[src/design/puks.sv]
`timescale 1ns/1ps
`default_nettype none

// power-up clear generator
// holds the machine in clear after reset
module puks #(
	parameter int CLEAR_CYCLES = 8
) (
	input wire clk,
	input wire arst_n,
	output logic clm_,
	output logic pon_
);

	// ------------------------------------------------------------
	// clear length counter
	// ------------------------------------------------------------

	// one extra state so the terminal count fits
	localparam int CNT_BITS = $clog2(CLEAR_CYCLES + 1);

	logic [CNT_BITS-1:0] cnt;
	logic cnt_end;

	// terminal count reached
	assign cnt_end = (cnt == CNT_BITS'(CLEAR_CYCLES));

	always_ff @(posedge clk or negedge arst_n) begin
		if (!arst_n) begin
			cnt <= '0;
		end else if (!cnt_end) begin
			cnt <= cnt + 1'b1;
		end
	end

	// ------------------------------------------------------------
	// clear and power-good outputs
	// ------------------------------------------------------------

	// clm_ low while clearing
	// pon_ low once power is good
	always_ff @(posedge clk or negedge arst_n) begin
		if (!arst_n) begin
			clm_ <= 1'b0;
			pon_ <= 1'b1;
		end else if (cnt_end) begin
			// clear done
			clm_ <= 1'b1;
			pon_ <= 1'b0;
		end
	end

	// both flip once and stay
	// only arst_n brings the clear back

endmodule

`default_nettype wire

[config.mk]
export PLATFORM = sky130hd
export DESIGN_NAME = puks
export DESIGN_NICKNAME = d
export VERILOG_FILES = /design/src/design/puks.sv
export SDC_FILE = /design/constraint.sdc
export NUM_CORES = 1
export LEC_CHECK = 0
export BUFFER_PORTS_ARGS = -buffer_cell sky130_fd_sc_hd__buf_2
export CORE_AREA = 2 2 39 41
export DETAILED_ROUTE_END_ITERATION = 8
export DIE_AREA = 0 0 41 43
export PLACE_DENSITY_LB_ADDON = 0.2
export SETUP_SLACK_MARGIN = 0.2
export SYNTH_ARGS = -nofsm -noshare
export SYNTH_HDL_FRONTEND = slang
export SYNTH_SLANG_ARGS = --single-unit
[constraint.sdc]
create_clock -name clk -period 2.4 [get_ports clk]
set_clock_uncertainty 0.2 [all_clocks]
set_input_delay 0 -clock clk [delete_from_list [all_inputs] [get_ports clk]]
set_output_delay 0 -clock clk [all_outputs]
set_load 0.05 [all_outputs]
==> out/qor.tcl <==
set qor(final_instance_area_sq_um) 358
set qor(cpLargestDelayFamily) {flip-flops}
set qor(tritoncts) {done}
set qor(num_rows) 14
set qor(io_buffer_count) 3
set qor(total_congestion_overflow_after_global_routing) 0
set qor(clk_root_buf) {sky130_fd_sc_hd__clkbuf_4}
set qor(layout_worst_path_cycle_share) 0.609
set qor(layout_cell_share_with_drive_strength_beyond_1) 0.393
set qor(synth_area_per_cell_sq_um) 14.6
set qor(tritoncts.num_buffers) 3
set qor(dp_hpwl_um) 314
set qor(worst-endpoint-arrival_ns) 1.39
set qor(path_max_fanout) 4
set qor(cp_bufs_invs) 1
set qor(place_area_sq_um) 312
set qor(placedCellCount) 38
set qor(timing.rr.start) {cnt[0]}
set qor(drt-initial-drc-count) 0
set qor(cts.repair.resized) 0
set qor(r2r-end) {cnt[1]}
set qor(crit_type) {reg -> reg}
set qor(gp_congestion) 0.652
set qor(post_cts_setup_buffer_count) 0
set qor(setup_viol_count_final) 0
set qor(worst_vdd_ir_uv) 159
set qor(start_kind) {register}
set qor(netlist-cell-type-count) 12
set qor(htree_num_levels) 1
set qor(pin_count) 4
set qor(critical_path_cell_count) 4
set qor(placeable_core_area_sq_mm) 0.00138
set qor(final_cell_count_no_fill) 44
set qor(floorplan.die_area_sq_mm) 0.00176
set qor(worstMarginPinSlew_ns) 0.254
set qor(dr_total_vias) 171
set qor(final_core_utilization) 0.259
set qor(register_area_sq_um) 151
set qor(area_growth_syn_to_layout_pct) 29.4
set qor(clk_path_buf_depth) 2
set qor(grt_setup_unrepaired) {no}
set qor(fillerInstances) 146
set qor(seq_area_frac_synth) 0.548
set qor(drv.max_cap_violation_count) 0
set qor(avgViaCountPerCell) 3.89
set qor(worst_skew_pair.late_latency_ns) 0.25
set qor(die_w_um) 41
set qor(grt_max_degree) 6
set qor(power_leakage_nw) 0.158
set qor(regToRegSetupSlack_ns) 0.94
set qor(power-per-cell-area_mw_per_mm2) 583
set qor(routed_wl_um) 438
set qor(vias_in_the_first_global_route) 164
set qor(clock_sinks) 6
set qor(critical_path.cell_chain) {inv_1, ha_1, nand3b_4, mux2_4}
set qor(netlist_area_sq_um) 277
set qor(yosys_warnings) 0
set qor(slowest_delay_ns) 0.39
set qor(final_period_minus_worst_setup_slack_ns) 1.46
set qor(slowest_stage) {sky130_fd_sc_hd__dfrtp_1}
set qor(grt_usage) 0.0737
set qor(crit_path_end_kind) {register}
set qor(finish.net_count) 33
set qor(max_freq_mhz) 684
set qor(normalized_max_slew_margin) 0.830
set qor(drc) 0
set qor(hold_path_class) {in -> async}
set qor(slew_violations) 0
set qor(wire_per_inst_um) 9.95
set qor(totalNegativeSetupSlack_ns) 0
set qor(grt_first_pass_wirelength_um) 745
set qor(clkSlewWorstSetupHoldPaths_ns) 0.05
set qor(syn_nets) 23
set qor(critical_path_rt_ns) 2.32
set qor(ant_diodes) 0
set qor(start_util) 0.200
set qor(postSynthRegisterBits) 6
set qor(run_status) {completed}
set qor(die_height_um) 43
set qor(dr_pass1_iterations) 1
set qor(rr_worst_depth) 4
set qor(multiInputGateArea_sq_um) 118
set qor(final_hold_violation_count) 0
set qor(synthCells) 19
set qor(ant_nets) 0
set qor(cts-hold-fix-buffers) 2
set qor(initial_antenna_violation_count) 0
==> cells by family after synthesis <==
group	share of synthesized area
DFF	0.548
xor gates and xnor gates	0.0634
adders and majority gates	0.0905
muxes	0.0905
AOI/OAI and AO/OA	0.0362
and+or+nand+nor	0.145
buffers and inverters	0.0272
==> area by class of cell <==
cell class | count | area share
clock buffers | 4 | 0.0734
well taps | 16 | 0.0559
multi-input cells | 11 | 0.329
flip-flops and latches | 6 | 0.423
repair buffers | 5 | 0.0979
inverters | 2 | 0.0210
==> report_power, final <==
part / internal (W) / total [W] / switching, W
clock network: 0.0000631 / 0.000102 / 0.0000391
logic: 0.00000274 / 0.00000505 / 0.00000231
registers: 0.000102 / 0.000102 / 0
total: 0.000167 / 0.000209 / 0.0000414
==> per-layer routing <==
metal / global-route usage / share of wire / vias up
li1: - / - / 79
met1: 0.0784 / 0.46 / 82
met2: 0.0781 / 0.41 / 6
met3: 0.0314 / 0.068 / 4
met4: 0.120 / 0.059 / 0
met5: 0 / 0 / -
==> cells in the mapped netlist (all sizes together) <==
cell type	n	area [sq um]
dfrtp	5	125
ha	2	25.0
inv	2	7.51
xnor2	2	17.5
a21bo	1	10.0
and2	1	7.51
dfstp	1	26.3
mux2	1	15.0
mux2i	1	10.0
nand3	1	5.00
nand3b	1	20.0
or2b	1	7.51
==> state kept, by name, summed over array words and instances, names as in the netlist <==
name and count:
pon_ 1, clm_ 1, cnt 4
==> metrics by stage <==
stage / hold WS (ns) / power [W] / setup WS (ns)
3_3_place_gp: -0.370 / 0.000106 / 0.947
3_5_place_dp: -0.367 / 0.000106 / 0.950
6_report: 0.0340 / 0.000209 / 0.937
2_1_floorplan: -0.496 / 0.000103 / 1.02
4_1_cts: 0.0304 / 0.000216 / 0.929
5_1_grt: 0.0324 / 0.000220 / 0.880
==> worst max path at each step <==
stage | startpoint | end | slack (ns)
3_5_place_dp | cnt[0] | cnt[1] | 0.95
6_report | cnt[0] | cnt[1] | 0.94
5_1_grt | cnt[0] | cnt[1] | 0.88
4_1_cts | cnt[0] | cnt[1] | 0.93
3_3_place_gp | cnt[0] | cnt[1] | 0.95
2_1_floorplan | cnt[0] | cnt[1] | 1.02
==> cell usage in the layout (no fill, tap or decap), drive strengths merged <==
master,instances
nand3b,1
a21bo,1
mux2i,1
dlygate4sd3,2
dfrtp,5
ha,2
dfstp,1
and2,1
inv,2
mux2,1
nand3,1
xnor2,2
buf,3
clkbuf,4
or2b,1
Note: power is estimated with default switching activity, not from simulation.
