$ cat src/design/bus_pkg.sv
`default_nettype none

// ------------------------------------------------------------
// system bus definitions
// ------------------------------------------------------------

package bus_pkg;

	// word width on the bus
	// same width for address and data lines
	localparam int WORD_BITS = 16;

	// memory block number width
	// selects one of 16 blocks
	localparam int NB_BITS = 4;

	// bit 0 is the most significant bit
	// as on the real machine
	typedef logic [0:WORD_BITS-1] word_t;

	// block number as seen on nb_ lines
	typedef logic [0:NB_BITS-1] nb_t;

	// all bus lines are active low
	// a participant inverts at its own edge
	// the strobes w_ and r_ open a cycle
	// ok_ closes it under the interlock rule

	// address and data words share word_t
	// so a register can move between them

	// the block register feeds nb_ directly
	// no extra mapping in between

	// nothing here carries state

endpackage

`default_nettype wire

$ cat src/design/bus_drv.sv
`timescale 1ns/1ps
`default_nettype none

// system bus cycle driver
// one interlocked cycle per request
module bus_drv #(
	parameter int NOMEM_CYCLES = 16
) (
	input wire clk,
	input wire arst_n,
	input wire clm_,
	// request side
	input wire req,
	input wire req_write,
	input wire bus_pkg::nb_t req_nb,
	input wire bus_pkg::word_t req_ad,
	input wire bus_pkg::word_t req_dt,
	output logic ack,
	output logic nomem,
	output bus_pkg::word_t rdt,
	// system bus
	output logic w_,
	output logic r_,
	output bus_pkg::nb_t nb_,
	output bus_pkg::word_t ad_,
	output bus_pkg::word_t dt_,
	input wire bus_pkg::word_t rdt_,
	input wire ok_
);

	typedef enum logic [1:0] {
		ST_IDLE,
		ST_STROBE,
		ST_RELEASE
	} state_t;

	localparam int CNT_BITS = (NOMEM_CYCLES > 1) ? $clog2(NOMEM_CYCLES) : 1;

	state_t state;
	logic [CNT_BITS-1:0] cnt;
	logic timed_out;
	logic cnt_end;

	// last cycle before timeout
	assign cnt_end = (cnt == CNT_BITS'(NOMEM_CYCLES - 1));

	// ------------------------------------------------------------
	// cycle state machine
	// ------------------------------------------------------------

	always_ff @(posedge clk or negedge arst_n) begin
		if (!arst_n) begin
			state     <= ST_IDLE;
			w_        <= 1'b1;
			r_        <= 1'b1;
			nb_       <= '1;
			ad_       <= '1;
			dt_       <= '1;
			ack       <= 1'b0;
			nomem     <= 1'b0;
			cnt       <= '0;
			timed_out <= 1'b0;
		end else if (!clm_) begin
			// abort anything in flight
			state <= ST_IDLE;
			w_    <= 1'b1;
			r_    <= 1'b1;
			nb_   <= '1;
			ad_   <= '1;
			dt_   <= '1;
			ack   <= 1'b0;
			nomem <= 1'b0;
		end else begin
			ack   <= 1'b0;
			nomem <= 1'b0;
			case (state)
				ST_IDLE: begin
					// req still high during ack
					if (req && !ack) begin
						nb_       <= ~req_nb;
						ad_       <= ~req_ad;
						dt_       <= req_write ? ~req_dt : '1;
						w_        <= ~req_write;
						r_        <= req_write;
						cnt       <= '0;
						timed_out <= 1'b0;
						state     <= ST_STROBE;
					end
				end
				ST_STROBE: begin
					if (!ok_ || cnt_end) begin
						// release strobe, wait for ok_ to go
						w_        <= 1'b1;
						r_        <= 1'b1;
						timed_out <= ok_;
						state     <= ST_RELEASE;
					end else begin
						cnt <= cnt + 1'b1;
					end
				end
				default: begin
					// interlock
					if (ok_) begin
						ack   <= 1'b1;
						nomem <= timed_out;
						nb_   <= '1;
						ad_   <= '1;
						dt_   <= '1;
						state <= ST_IDLE;
					end
				end
			endcase
		end
	end

	// read data taken with ok_
	always_ff @(posedge clk) begin
		if (state == ST_STROBE && !ok_) begin
			rdt <= ~rdt_;
		end
	end

endmodule

`default_nettype wire

$ cat config.mk
export PLATFORM = sky130hd
export DESIGN_NAME = bus_drv
export DESIGN_NICKNAME = d
export VERILOG_FILES = /design/src/design/bus_pkg.sv /design/src/design/bus_drv.sv
export SDC_FILE = /design/constraint.sdc
export NUM_CORES = 1
export LEC_CHECK = 0
export BUFFER_PORTS_ARGS = -buffer_cell sky130_fd_sc_hd__buf_4
export CAP_MARGIN = 10
export CORE_AREA = 5 5 85 87
export CTS_BUF_LIST = sky130_fd_sc_hd__clkbuf_16
export CTS_CLUSTER_DIAMETER = 40
export DETAILED_ROUTE_END_ITERATION = 10
export DIE_AREA = 0 0 90 92
export PLACE_DENSITY_LB_ADDON = 0.15
export SETUP_SLACK_MARGIN = 0.05
export SLEW_MARGIN = 20
export SYNTH_ARGS = -nofsm -noshare
export SYNTH_HDL_FRONTEND = slang
export SYNTH_SLANG_ARGS = --single-unit
$ cat constraint.sdc
create_clock -name clk -period 1.6 [get_ports clk]
set_input_delay 0.08 -clock clk [delete_from_list [all_inputs] [get_ports clk]]
set_output_delay 0.08 -clock clk [all_outputs]
set_load 0.1 [all_outputs]
==> impl_metrics.csv <==
group,metric,value,unit
power,p_per_area,1170,nW/µm²
clocking,clockBufferDepth,2,
hold_path,min_path_type,"in2reg",
clocking,insertion_delay,320,ps
placed_design,dp_slack,93.6,ps
global_routing,grt_max_degree,48,
synthesis,syn_area_per_cell,13.8,µm²
placed_design,place_inst,379,
clocking,clkSinkCount,63,
route,top_layer_used,"met4",
setup_path,start_kind,"flip-flop",
route,drt-initial-drc-count,54,
sta,fin_tns_setup,0,ps
sta,final_max_slew_viol_count,0,
synthesis,yosysTopAreaCell,"dfstp_2",
sta,setup_slack,35.1,ps
setup_path,path_class,"reg2reg",
finish,postLayoutCellArea,4290,µm²
sta,setup_violations,0,
sta,fin_worst_hold_slack,9.78,ps
global_routing,grt.overflow.total,0,
setup_path,path_max_fanout,10,
synthesis,syn_inst,192,
placed_design,dp_hpwl,4780,µm
route,met2_wirelength,3420,µm
route,wl_met3,440,µm
synthesis,syn-num-nets,251,
floorplan,die_area,8280,µm²
synthesis,synthArstFlopShare,74.6,%
synthesis,ys_seq_area_share,64.2,%
floorplan,die_h,92,µm
floorplan,die_width,90,µm
clocking,clk_pin_slew,50,ps
sta,fin_crit,1560,ps
finish,nNetsFinal,400,
finish,drive_above_1_share,60.4,%
placed_design,portBuffers,113,
global_routing,antenna_found_initial,0,
sta,hold_viol_final,0,
finish,fin_util,68.3,%
power,ir_drop,0.895,mV
route,drc,0,
sta,max_freq,639,MHz
sta,rsz0062_at_grt,"yes",
synthesis,synth_area_leaders,"dfstp_2, edfxtp_1, dfrtp_1",
synthesis,yosysMostFrequentCell,"dfstp_2",
global_routing,grt_first_pass_wirelength,11100,µm
synthesis,syn_area,2650,µm²
synthesis,synth_edf_count,16,
synthesis,synthFlopType,"dfstp_2",
setup_path,end_kind,"flip-flop",
global_routing,grt_pass1_vias,2113,
job,max_cap_violations,0,
route,wl_per_cell,16.8,µm
synthesis,netlist.area_leader.share,37.6,%
setup_path,crit_arrival,1810,ps
sta,slew_headroom,59.6,%
global_routing,grt_util_all_layers,16.7,%
route,drt-met1-wl,3000,µm
synthesis,ys_ff_latch,63,
placed_design,gp_congestion,0.749,
synthesis,yosys_warnings,0,
floorplan,core,6280,µm²
route,wirelength,7090,µm
route,via_count,2081,
setup_path,required,1840,ps
sta,tightest_slew,605,ps
power,power.leakage,2.01,nW
route,postRouteAntennaNets,0,
floorplan,num_rows,29,
power,total_power,5.02,mW
outcome,status,"completed",
sta,fin_skew,3.87,ps
placed_design,postPlaceCellArea,3650,µm²
clocking,cts_buffers,9,
clocking,h-tree-depth,3,
route,routed_via_density,4.92,
synthesis,ys_types,38,
clocking,cts_tree,"yes",
finish,area_growth_syn_to_layout,61.6,%
finish,num_antenna_cells,0,
finish,stdcell_count,423,
sta,fin_crit_sh,97.8,%
route,first_pass_iters,4,
floorplan,io_pins,114,
clocking,cts_root_buf,"clkbuf_16",
floorplan,initial_core_util,42.3,%
synthesis,synth_commonest_cells,"dfstp_2, nand2_1, inv_1, a2bb2oi_1, edfxtp_1",
worst max-delay path: stages (launching register included):
cell and delay (ps):
dfrtp_4 500, nor3b_4 200, a221o_2 280, clkbuf_16 210
mux2_4 300
worst paths after layout:
check	startpoint	to	slack, ps	cells after the start
max reg2reg	ack	ad_[14]	40	4
max in group asynchronous	arst_n	ack	830	2
min reg2reg	w_	w_	480	2
max	ack	ad_[14]	40	4
min in group asynchronous	arst_n	state[0]	320	2
min	rdt_[3]	rdt[3]	10	2
power breakdown:
part / internal (mW) / switching (mW)
sequential: 1.82 / 0.0711
clock: 1.12 / 0.644
combinational: 0.455 / 0.908
total: 3.39 / 1.62
final cells by class:
class / instances / area, µm²
fillers: 471 / 1990
flip-flops and latches: 63 / 1710
repair buffers: 149 / 1270
multi-input cells: 97 / 860
clock buffers: 10 / 250
well taps: 77 / 96.3
inverters: 21 / 78.8
clock inverters: 6 / 27.5
what timing repair did:
item	4_1_cts	5_1_grt
hold endpoints to repair	33	0
endpoints found under the setup margin	0	26
hold buffers	25	0
buffers inserted	0	1
gates resized for setup	0	10
sequential cells by signal (all words and copies together), names as in the netlist, 2 cells and up:
name	flops
ad_	16
cnt	4
dt_	16
nb_	4
rdt	16
state	2
placed cells by master, fill, tap and decap left out, types with 3 or more instances in the layout:
master	n
and3_1	3
mux2_4	17
inv_1	21
a2bb2oi_2	4
nand3_1	3
buf_4	118
a2bb2oi_1	12
nor3b_1	3
buf_12	4
mux2_2	4
dlygate4sd3_1	25
clkbuf_16	12
clkinv_2	4
dfstp_2	38
dfrtp_1	8
edfxtp_1	16
nand2_1	21
cell families (layout without fill, tap and decap cells):
group / Yosys count / after routing / share of synthesized area, %
AO/OA/AOI/OAI: 30 / 30 / 9.48
adder cells (fa/ha/maj): 1 / 1 / 0.472
buffers and inverters: 32 / 186 / 5.71
flip-flops: 63 / 63 / 64.2
multiplexers: 21 / 21 / 10.9
AND/OR/NAND/NOR: 45 / 45 / 9.20
metal layers:
metal  global-route usage [%]  up-vias
met5                        0        -
li1                         -      982
met4                     7.82        0
met1                     21.9     1000
met3                     4.58       17
met2                     25.9       82
(Power assumes the default switching activity.)
