[src/design/bus_pkg.sv]
`default_nettype none

// ------------------------------------------------------------
// system bus definitions
// ------------------------------------------------------------

package bus_pkg;

	// word width on the bus
	// same width for address and data lines
	localparam int WORD_BITS = 16;

	// memory block number width
	// selects one of 16 blocks
	localparam int NB_BITS = 4;

	// bit 0 is the most significant bit
	// as on the real machine
	typedef logic [0:WORD_BITS-1] word_t;

	// block number as seen on nb_ lines
	typedef logic [0:NB_BITS-1] nb_t;

	// all bus lines are active low
	// a participant inverts at its own edge
	// the strobes w_ and r_ open a cycle
	// ok_ closes it under the interlock rule

	// address and data words share word_t
	// so a register can move between them

	// the block register feeds nb_ directly
	// no extra mapping in between

	// nothing here carries state

endpackage

`default_nettype wire

[src/design/panel_pkg.sv]
`default_nettype none

// ------------------------------------------------------------
// control panel key commands
// ------------------------------------------------------------

package panel_pkg;

	// command presented with key_stb
	// the key word kl travels beside it
	typedef enum logic [1:0] {
		// kl goes to the address register
		KEY_LOAD_AR = 2'd0,
		// kl goes to the block register
		KEY_LOAD_NB = 2'd1,
		// kl written at nb:ar
		KEY_STORE   = 2'd2,
		// word at nb:ar shown on w
		KEY_FETCH   = 2'd3
	} key_cmd_t;

	// loads finish in a single cycle
	// store and fetch need a bus cycle
	// both memory keys advance ar afterwards

endpackage

`default_nettype wire

[src/design/panel_ctl.sv]
`timescale 1ns/1ps
`default_nettype none

// control panel key sequencer
module panel_ctl (
	input wire clk,
	input wire arst_n,
	input wire clm_,
	input wire pon_,
	// keys
	input wire key_stb,
	input wire panel_pkg::key_cmd_t key_cmd,
	input wire bus_pkg::word_t kl,
	// bus stage
	input wire ack,
	input wire nomem,
	input wire bus_pkg::word_t rdt,
	output logic req,
	output logic req_write,
	output bus_pkg::nb_t req_nb,
	output bus_pkg::word_t req_ad,
	output bus_pkg::word_t req_dt,
	// status
	output logic busy,
	output logic done,
	output bus_pkg::word_t w,
	output logic alarm_
);

	import bus_pkg::*;
	import panel_pkg::*;

	typedef enum logic [1:0] {
		ST_IDLE,
		ST_BUS,
		ST_DONE
	} state_t;

	state_t state;

	// address and block registers
	word_t ar;
	nb_t nb;

	logic accept;

	// keys only after power good
	assign accept = key_stb && !busy && !pon_;

	// busy covers the done cycle too
	assign busy = (state != ST_IDLE);
	assign done = (state == ST_DONE);

	// ------------------------------------------------------------
	// key sequencing
	// ------------------------------------------------------------

	always_ff @(posedge clk or negedge arst_n) begin
		if (!arst_n) begin
			state     <= ST_IDLE;
			req       <= 1'b0;
			req_write <= 1'b0;
			ar        <= '0;
			nb        <= '0;
			w         <= '0;
			alarm_    <= 1'b1;
		end else if (!clm_) begin
			// master clear
			state     <= ST_IDLE;
			req       <= 1'b0;
			req_write <= 1'b0;
			ar        <= '0;
			nb        <= '0;
			alarm_    <= 1'b1;
		end else begin
			case (state)
				ST_IDLE: begin
					if (accept) begin
						// any accepted key drops the alarm
						alarm_ <= 1'b1;
						case (key_cmd)
							KEY_LOAD_AR: begin
								ar    <= kl;
								state <= ST_DONE;
							end
							KEY_LOAD_NB: begin
								// low bits of kl
								nb    <= nb_t'(kl);
								state <= ST_DONE;
							end
							KEY_STORE, KEY_FETCH: begin
								req       <= 1'b1;
								req_write <= (key_cmd == KEY_STORE);
								state     <= ST_BUS;
							end
						endcase
					end
				end
				ST_BUS: begin
					// request held until ack
					if (ack) begin
						req <= 1'b0;
						// ar advances even on a missing block
						ar  <= ar + 1'b1;
						if (nomem) begin
							alarm_ <= 1'b0;
						end else if (!req_write) begin
							w <= rdt;
						end
						state <= ST_DONE;
					end
				end
				default: begin
					state <= ST_IDLE;
				end
			endcase
		end
	end

	// ------------------------------------------------------------
	// request payload
	// ------------------------------------------------------------

	// latched at acceptance, stable through the cycle
	always_ff @(posedge clk) begin
		if (state == ST_IDLE && accept) begin
			req_nb <= nb;
			req_ad <= ar;
			req_dt <= kl;
		end
	end

endmodule

`default_nettype wire

[config.mk]
export PLATFORM = sky130hd
export DESIGN_NAME = panel_ctl
export DESIGN_NICKNAME = d
export VERILOG_FILES = /design/src/design/bus_pkg.sv /design/src/design/panel_pkg.sv /design/src/design/panel_ctl.sv
export SDC_FILE = /design/constraint.sdc
export NUM_CORES = 1
export LEC_CHECK = 0
export BUFFER_PORTS_ARGS = -buffer_cell sky130_fd_sc_hd__buf_4
export CORE_MARGIN = 10
export CORE_UTILIZATION = 55
export CTS_CLUSTER_SIZE = 24
export DETAILED_ROUTE_END_ITERATION = 8
export PLACE_DENSITY_LB_ADDON = 0.05
export SETUP_SLACK_MARGIN = 0.4
export SLEW_MARGIN = 20
export SYNTH_ARGS = -nofsm -noshare
export SYNTH_HDL_FRONTEND = slang
export SYNTH_SLANG_ARGS = --single-unit
[constraint.sdc]
create_clock -name clk -period 4 [get_ports clk]
set_input_delay 0 -clock clk [delete_from_list [all_inputs] [get_ports clk]]
set_output_delay 0 -clock clk [all_outputs]
set_load 0.01 [all_outputs]
==> impl_metrics.py <==
metrics = {
    "global_routing": {
        "antenna_found_initial": 0,
        "track_usage_pct": 18.67,
        "overflow": 0,
        "grt_max_degree": 42,
        "grt_pass1_wl_mm": 14.32,
        "grt_pass1_vias": 2710,
    },
    "pwr": {
        "cellPowerDensity_mw_per_mm2": 394.9,
        "p_leak_uw": 0.002089,
        "peakVddDrop_mv": 0.2564,
    },
    "floorplan": {
        "core.rowCount": 28,
        "initial_core_util_pct": 56.07,
        "die_h_um": 97.23,
        "dieArea_mm2": 0.009454,
        "ios": 98,
        "die_x_um": 97.23,
        "core_mm2": 0.005851,
    },
    "detailed_routing": {
        "first_pass_iters": 4,
        "routed_wl_mm": 8.893,
        "wl_per_cell_um": 19.50,
        "drc_errors": 0,
        "vias": 2576,
        "ant_nets": 0,
        "via_per_inst": 5.649,
        "drt_iter0_markers": 139,
    },
    "synth": {
        "yosys_register_bits": 77,
        "synth_ff_type": "dfrtp_1",
        "synth_compound_area_share_pct": 12.47,
        "synth_edf_count": 36,
        "synth_xor_area_share_pct": 0,
        "synthArstFlopShare_pct": 53.25,
        "synthesis.area_mm2": 0.003281,
        "yosys_warnings": 0,
        "mappedNetlistNets": 280,
        "synth_top_family_by_area": "compound AO/OA/AOI/OAI gates",
        "syn_inst": 238,
        "yosys-mux-area-fraction_pct": 8.429,
        "synth.avg_cell_area_um2": 13.78,
        "synth_fa_ha_area_share_pct": 0.3814,
        "synth.distinct_cells": 49,
        "synthSimpleGateAreaFrac_pct": 11.37,
        "synth-seq-area-share_pct": 64.26,
    },
    "clock_network": {
        "cts_tree": "yes",
        "post_cts_buffers": 0,
        "cts_made_buffers": 9,
        "clk_pin_slew_ns": 0.08,
        "postCtsHoldBufs": 39,
        "clk_latency_ns": 0.34,
        "cts-resized-gates": 0,
        "cts_root_buf": "clkbuf_8",
        "clkSinkCount": 77,
        "clk_path_buf_depth": 2,
        "cts_max_level": 3,
    },
    "timing": {
        "max_freq_mhz": 369.6,
        "period_needed_ns": 2.706,
        "tns_ns": 0,
        "fin_worst_skew_ns": 0.006906,
        "worstMarginPinSlew_ns": 0.8046,
        "setup_violations": 0,
        "rsz0062_at_grt": "no",
        "layout_setup_ws_ns": 1.294,
        "slew_viol_final": 0,
        "hold_viol": 0,
        "fin_crit_sh_pct": 67.64,
        "maxSlewHeadroom_pct": 46.36,
    },
    "run_status": {
        "status": "complete, no violations",
    },
    "layout": {
        "multiInputGateArea_mm2": 0.001071,
        "diodes": 0,
        "layout.cells.non_filler": 456,
        "drive_gt1_share_pct": 37.01,
        "fillers": 358,
        "nets": 418,
        "final-seq-area_mm2": 0.002108,
        "area_growth_pct": 41.08,
    },
    "place": {
        "gp_congestion": 0.7914,
        "hpwl_mm": 5.712,
        "io_buffers": 97,
        "dp.cells": 401,
        "pre_cts_ws_ns": 1.606,
    },
    "critical_path": {
        "worst_setup_path_start_kind": "flip-flop",
        "crit_required_ns": 4.27,
        "arrival_ns": 2.98,
        "crit_type": "reg2reg",
        "crit_path_max_fanout": 19,
        "cp-end-kind": "flip-flop",
        "rrSetupSlack_ns": 1.29,
    },
    "flow_run": {
        "drv_cap": 0,
    },
    "min_path": {
        "hold_class": "in2reg",
    },
}
placed cells by master (no fill, tap or decap), types with 2 or more instances in the layout:
cell,count
a21oi_1,7
a22o_1,8
a22oi_1,6
buf_4,98
clkbuf_8,11
clkinvlp_4,2
dfrtp_1,40
dlygate4sd3_1,39
edfxtp_1,36
inv_1,5
mux2_2,9
mux2_4,7
mux2i_1,7
nand2_1,10
nand2b_1,3
nand3_1,5
nand3b_1,3
nand4_1,4
nor2_1,21
nor2b_1,2
nor3_1,4
nor3b_1,2
nor4_1,6
o21ai_0,11
o21ai_1,2
o2bb2ai_1,8
o31ai_1,2
final timing paths:
kind | from | to | depth (start not counted)
worst max register to register | state[0] | req_write | 5
worst min-delay path | key_cmd[1] | state[0] | 3
worst max-delay path | state[0] | req_write | 5
min in group asynchronous | arst_n | req | 2
worst min register to register | nb[2] | req_nb[2] | 0
max in group asynchronous | arst_n | ar[0] | 2
cell families (layout without fill, tap and decap cells):
family,Yosys count,count (layout)
and+or+nand+nor,69,69
DFF,77,77
AOI/OAI and AO/OA,53,53
muxes,23,23
buffers and inverters,15,158
adders and majority gates,1,1
critical path: stages (launching register included):
cell	delay [ns]
dfrtp_1	0.47
or4b_4	0.60
inv_1	0.53
a21oi_1	0.15
a311oi_1	0.29
dlygate4sd3_1	0.60
routing by layer:
layer | vias up | track usage [%] | wire, µm
li1 | 1174 | - | -
met1 | 1248 | 20.17 | 3311
met2 | 133 | 31.43 | 4455
met3 | 21 | 7.255 | 857
met4 | 0 | 8.837 | 267
met5 | - | 0 | 0
stage by stage:
| stage | util (%) | instance area, µm² | total power (µW) | hold slack [ns] |
|---|---|---|---|---|
| 6_report | 79.11 | 4628 | 1828 | 0.01931 |
| 5_1_grt | 79.11 | 4628 | 1899 | 0.03541 |
| 4_1_cts | 79.11 | 4628 | 1827 | 0.01121 |
| 3_5_place_dp | 68.84 | 4028 | 1203 | 0.02204 |
| 3_3_place_gp | 68.84 | 4028 | 1192 | 0.01773 |
| 2_1_floorplan | - | 3281 | 1061 | -0.2956 |
registers in the layout, summed over array words and instances, names as in the netlist:
name,count
alarm_,1
ar,16
nb,4
req,1
req_ad,16
req_dt,16
req_nb,4
req_write,1
state,2
w,16
synth_stat cells (all sizes together) (2+ instances only):
library cell | number | share of area, %
dfrtp | 40 | 31
nor2b | 2 | 0.38
nor3b | 2 | 0.46
nand2b | 3 | 0.57
nor2 | 22 | 2.7
inv | 5 | 0.57
nand3 | 5 | 0.76
o2bb2ai | 8 | 2.1
edfxtp | 36 | 33
mux2i | 7 | 2.1
a22oi | 6 | 1.4
nand3b | 3 | 0.69
nand4 | 4 | 0.76
clkbuf | 4 | 0.88
nor3 | 4 | 0.61
a22o | 9 | 2.4
nor4 | 6 | 1.1
o21ai | 14 | 2.3
nand2 | 10 | 1.1
o31ai | 2 | 0.46
a21oi | 7 | 1.1
mux2 | 16 | 6.3
buf | 6 | 1.6
power by group:
group	switching (µW)	total, µW	internal [µW]
logic	126	282	156
clock network	281	603	322
registers	47.9	943	895
total	454	1830	1370
cell type report:
class                      instances  area share [%]
multi-input combinational        146           23.14
inverter                           5          0.4055
clock inverter                     5           1.271
clock buffer                      11           3.271
tap                               75           2.028
timing repair buffer             137           24.33
sequential                        77           45.55
(Power assumes the default switching activity.)
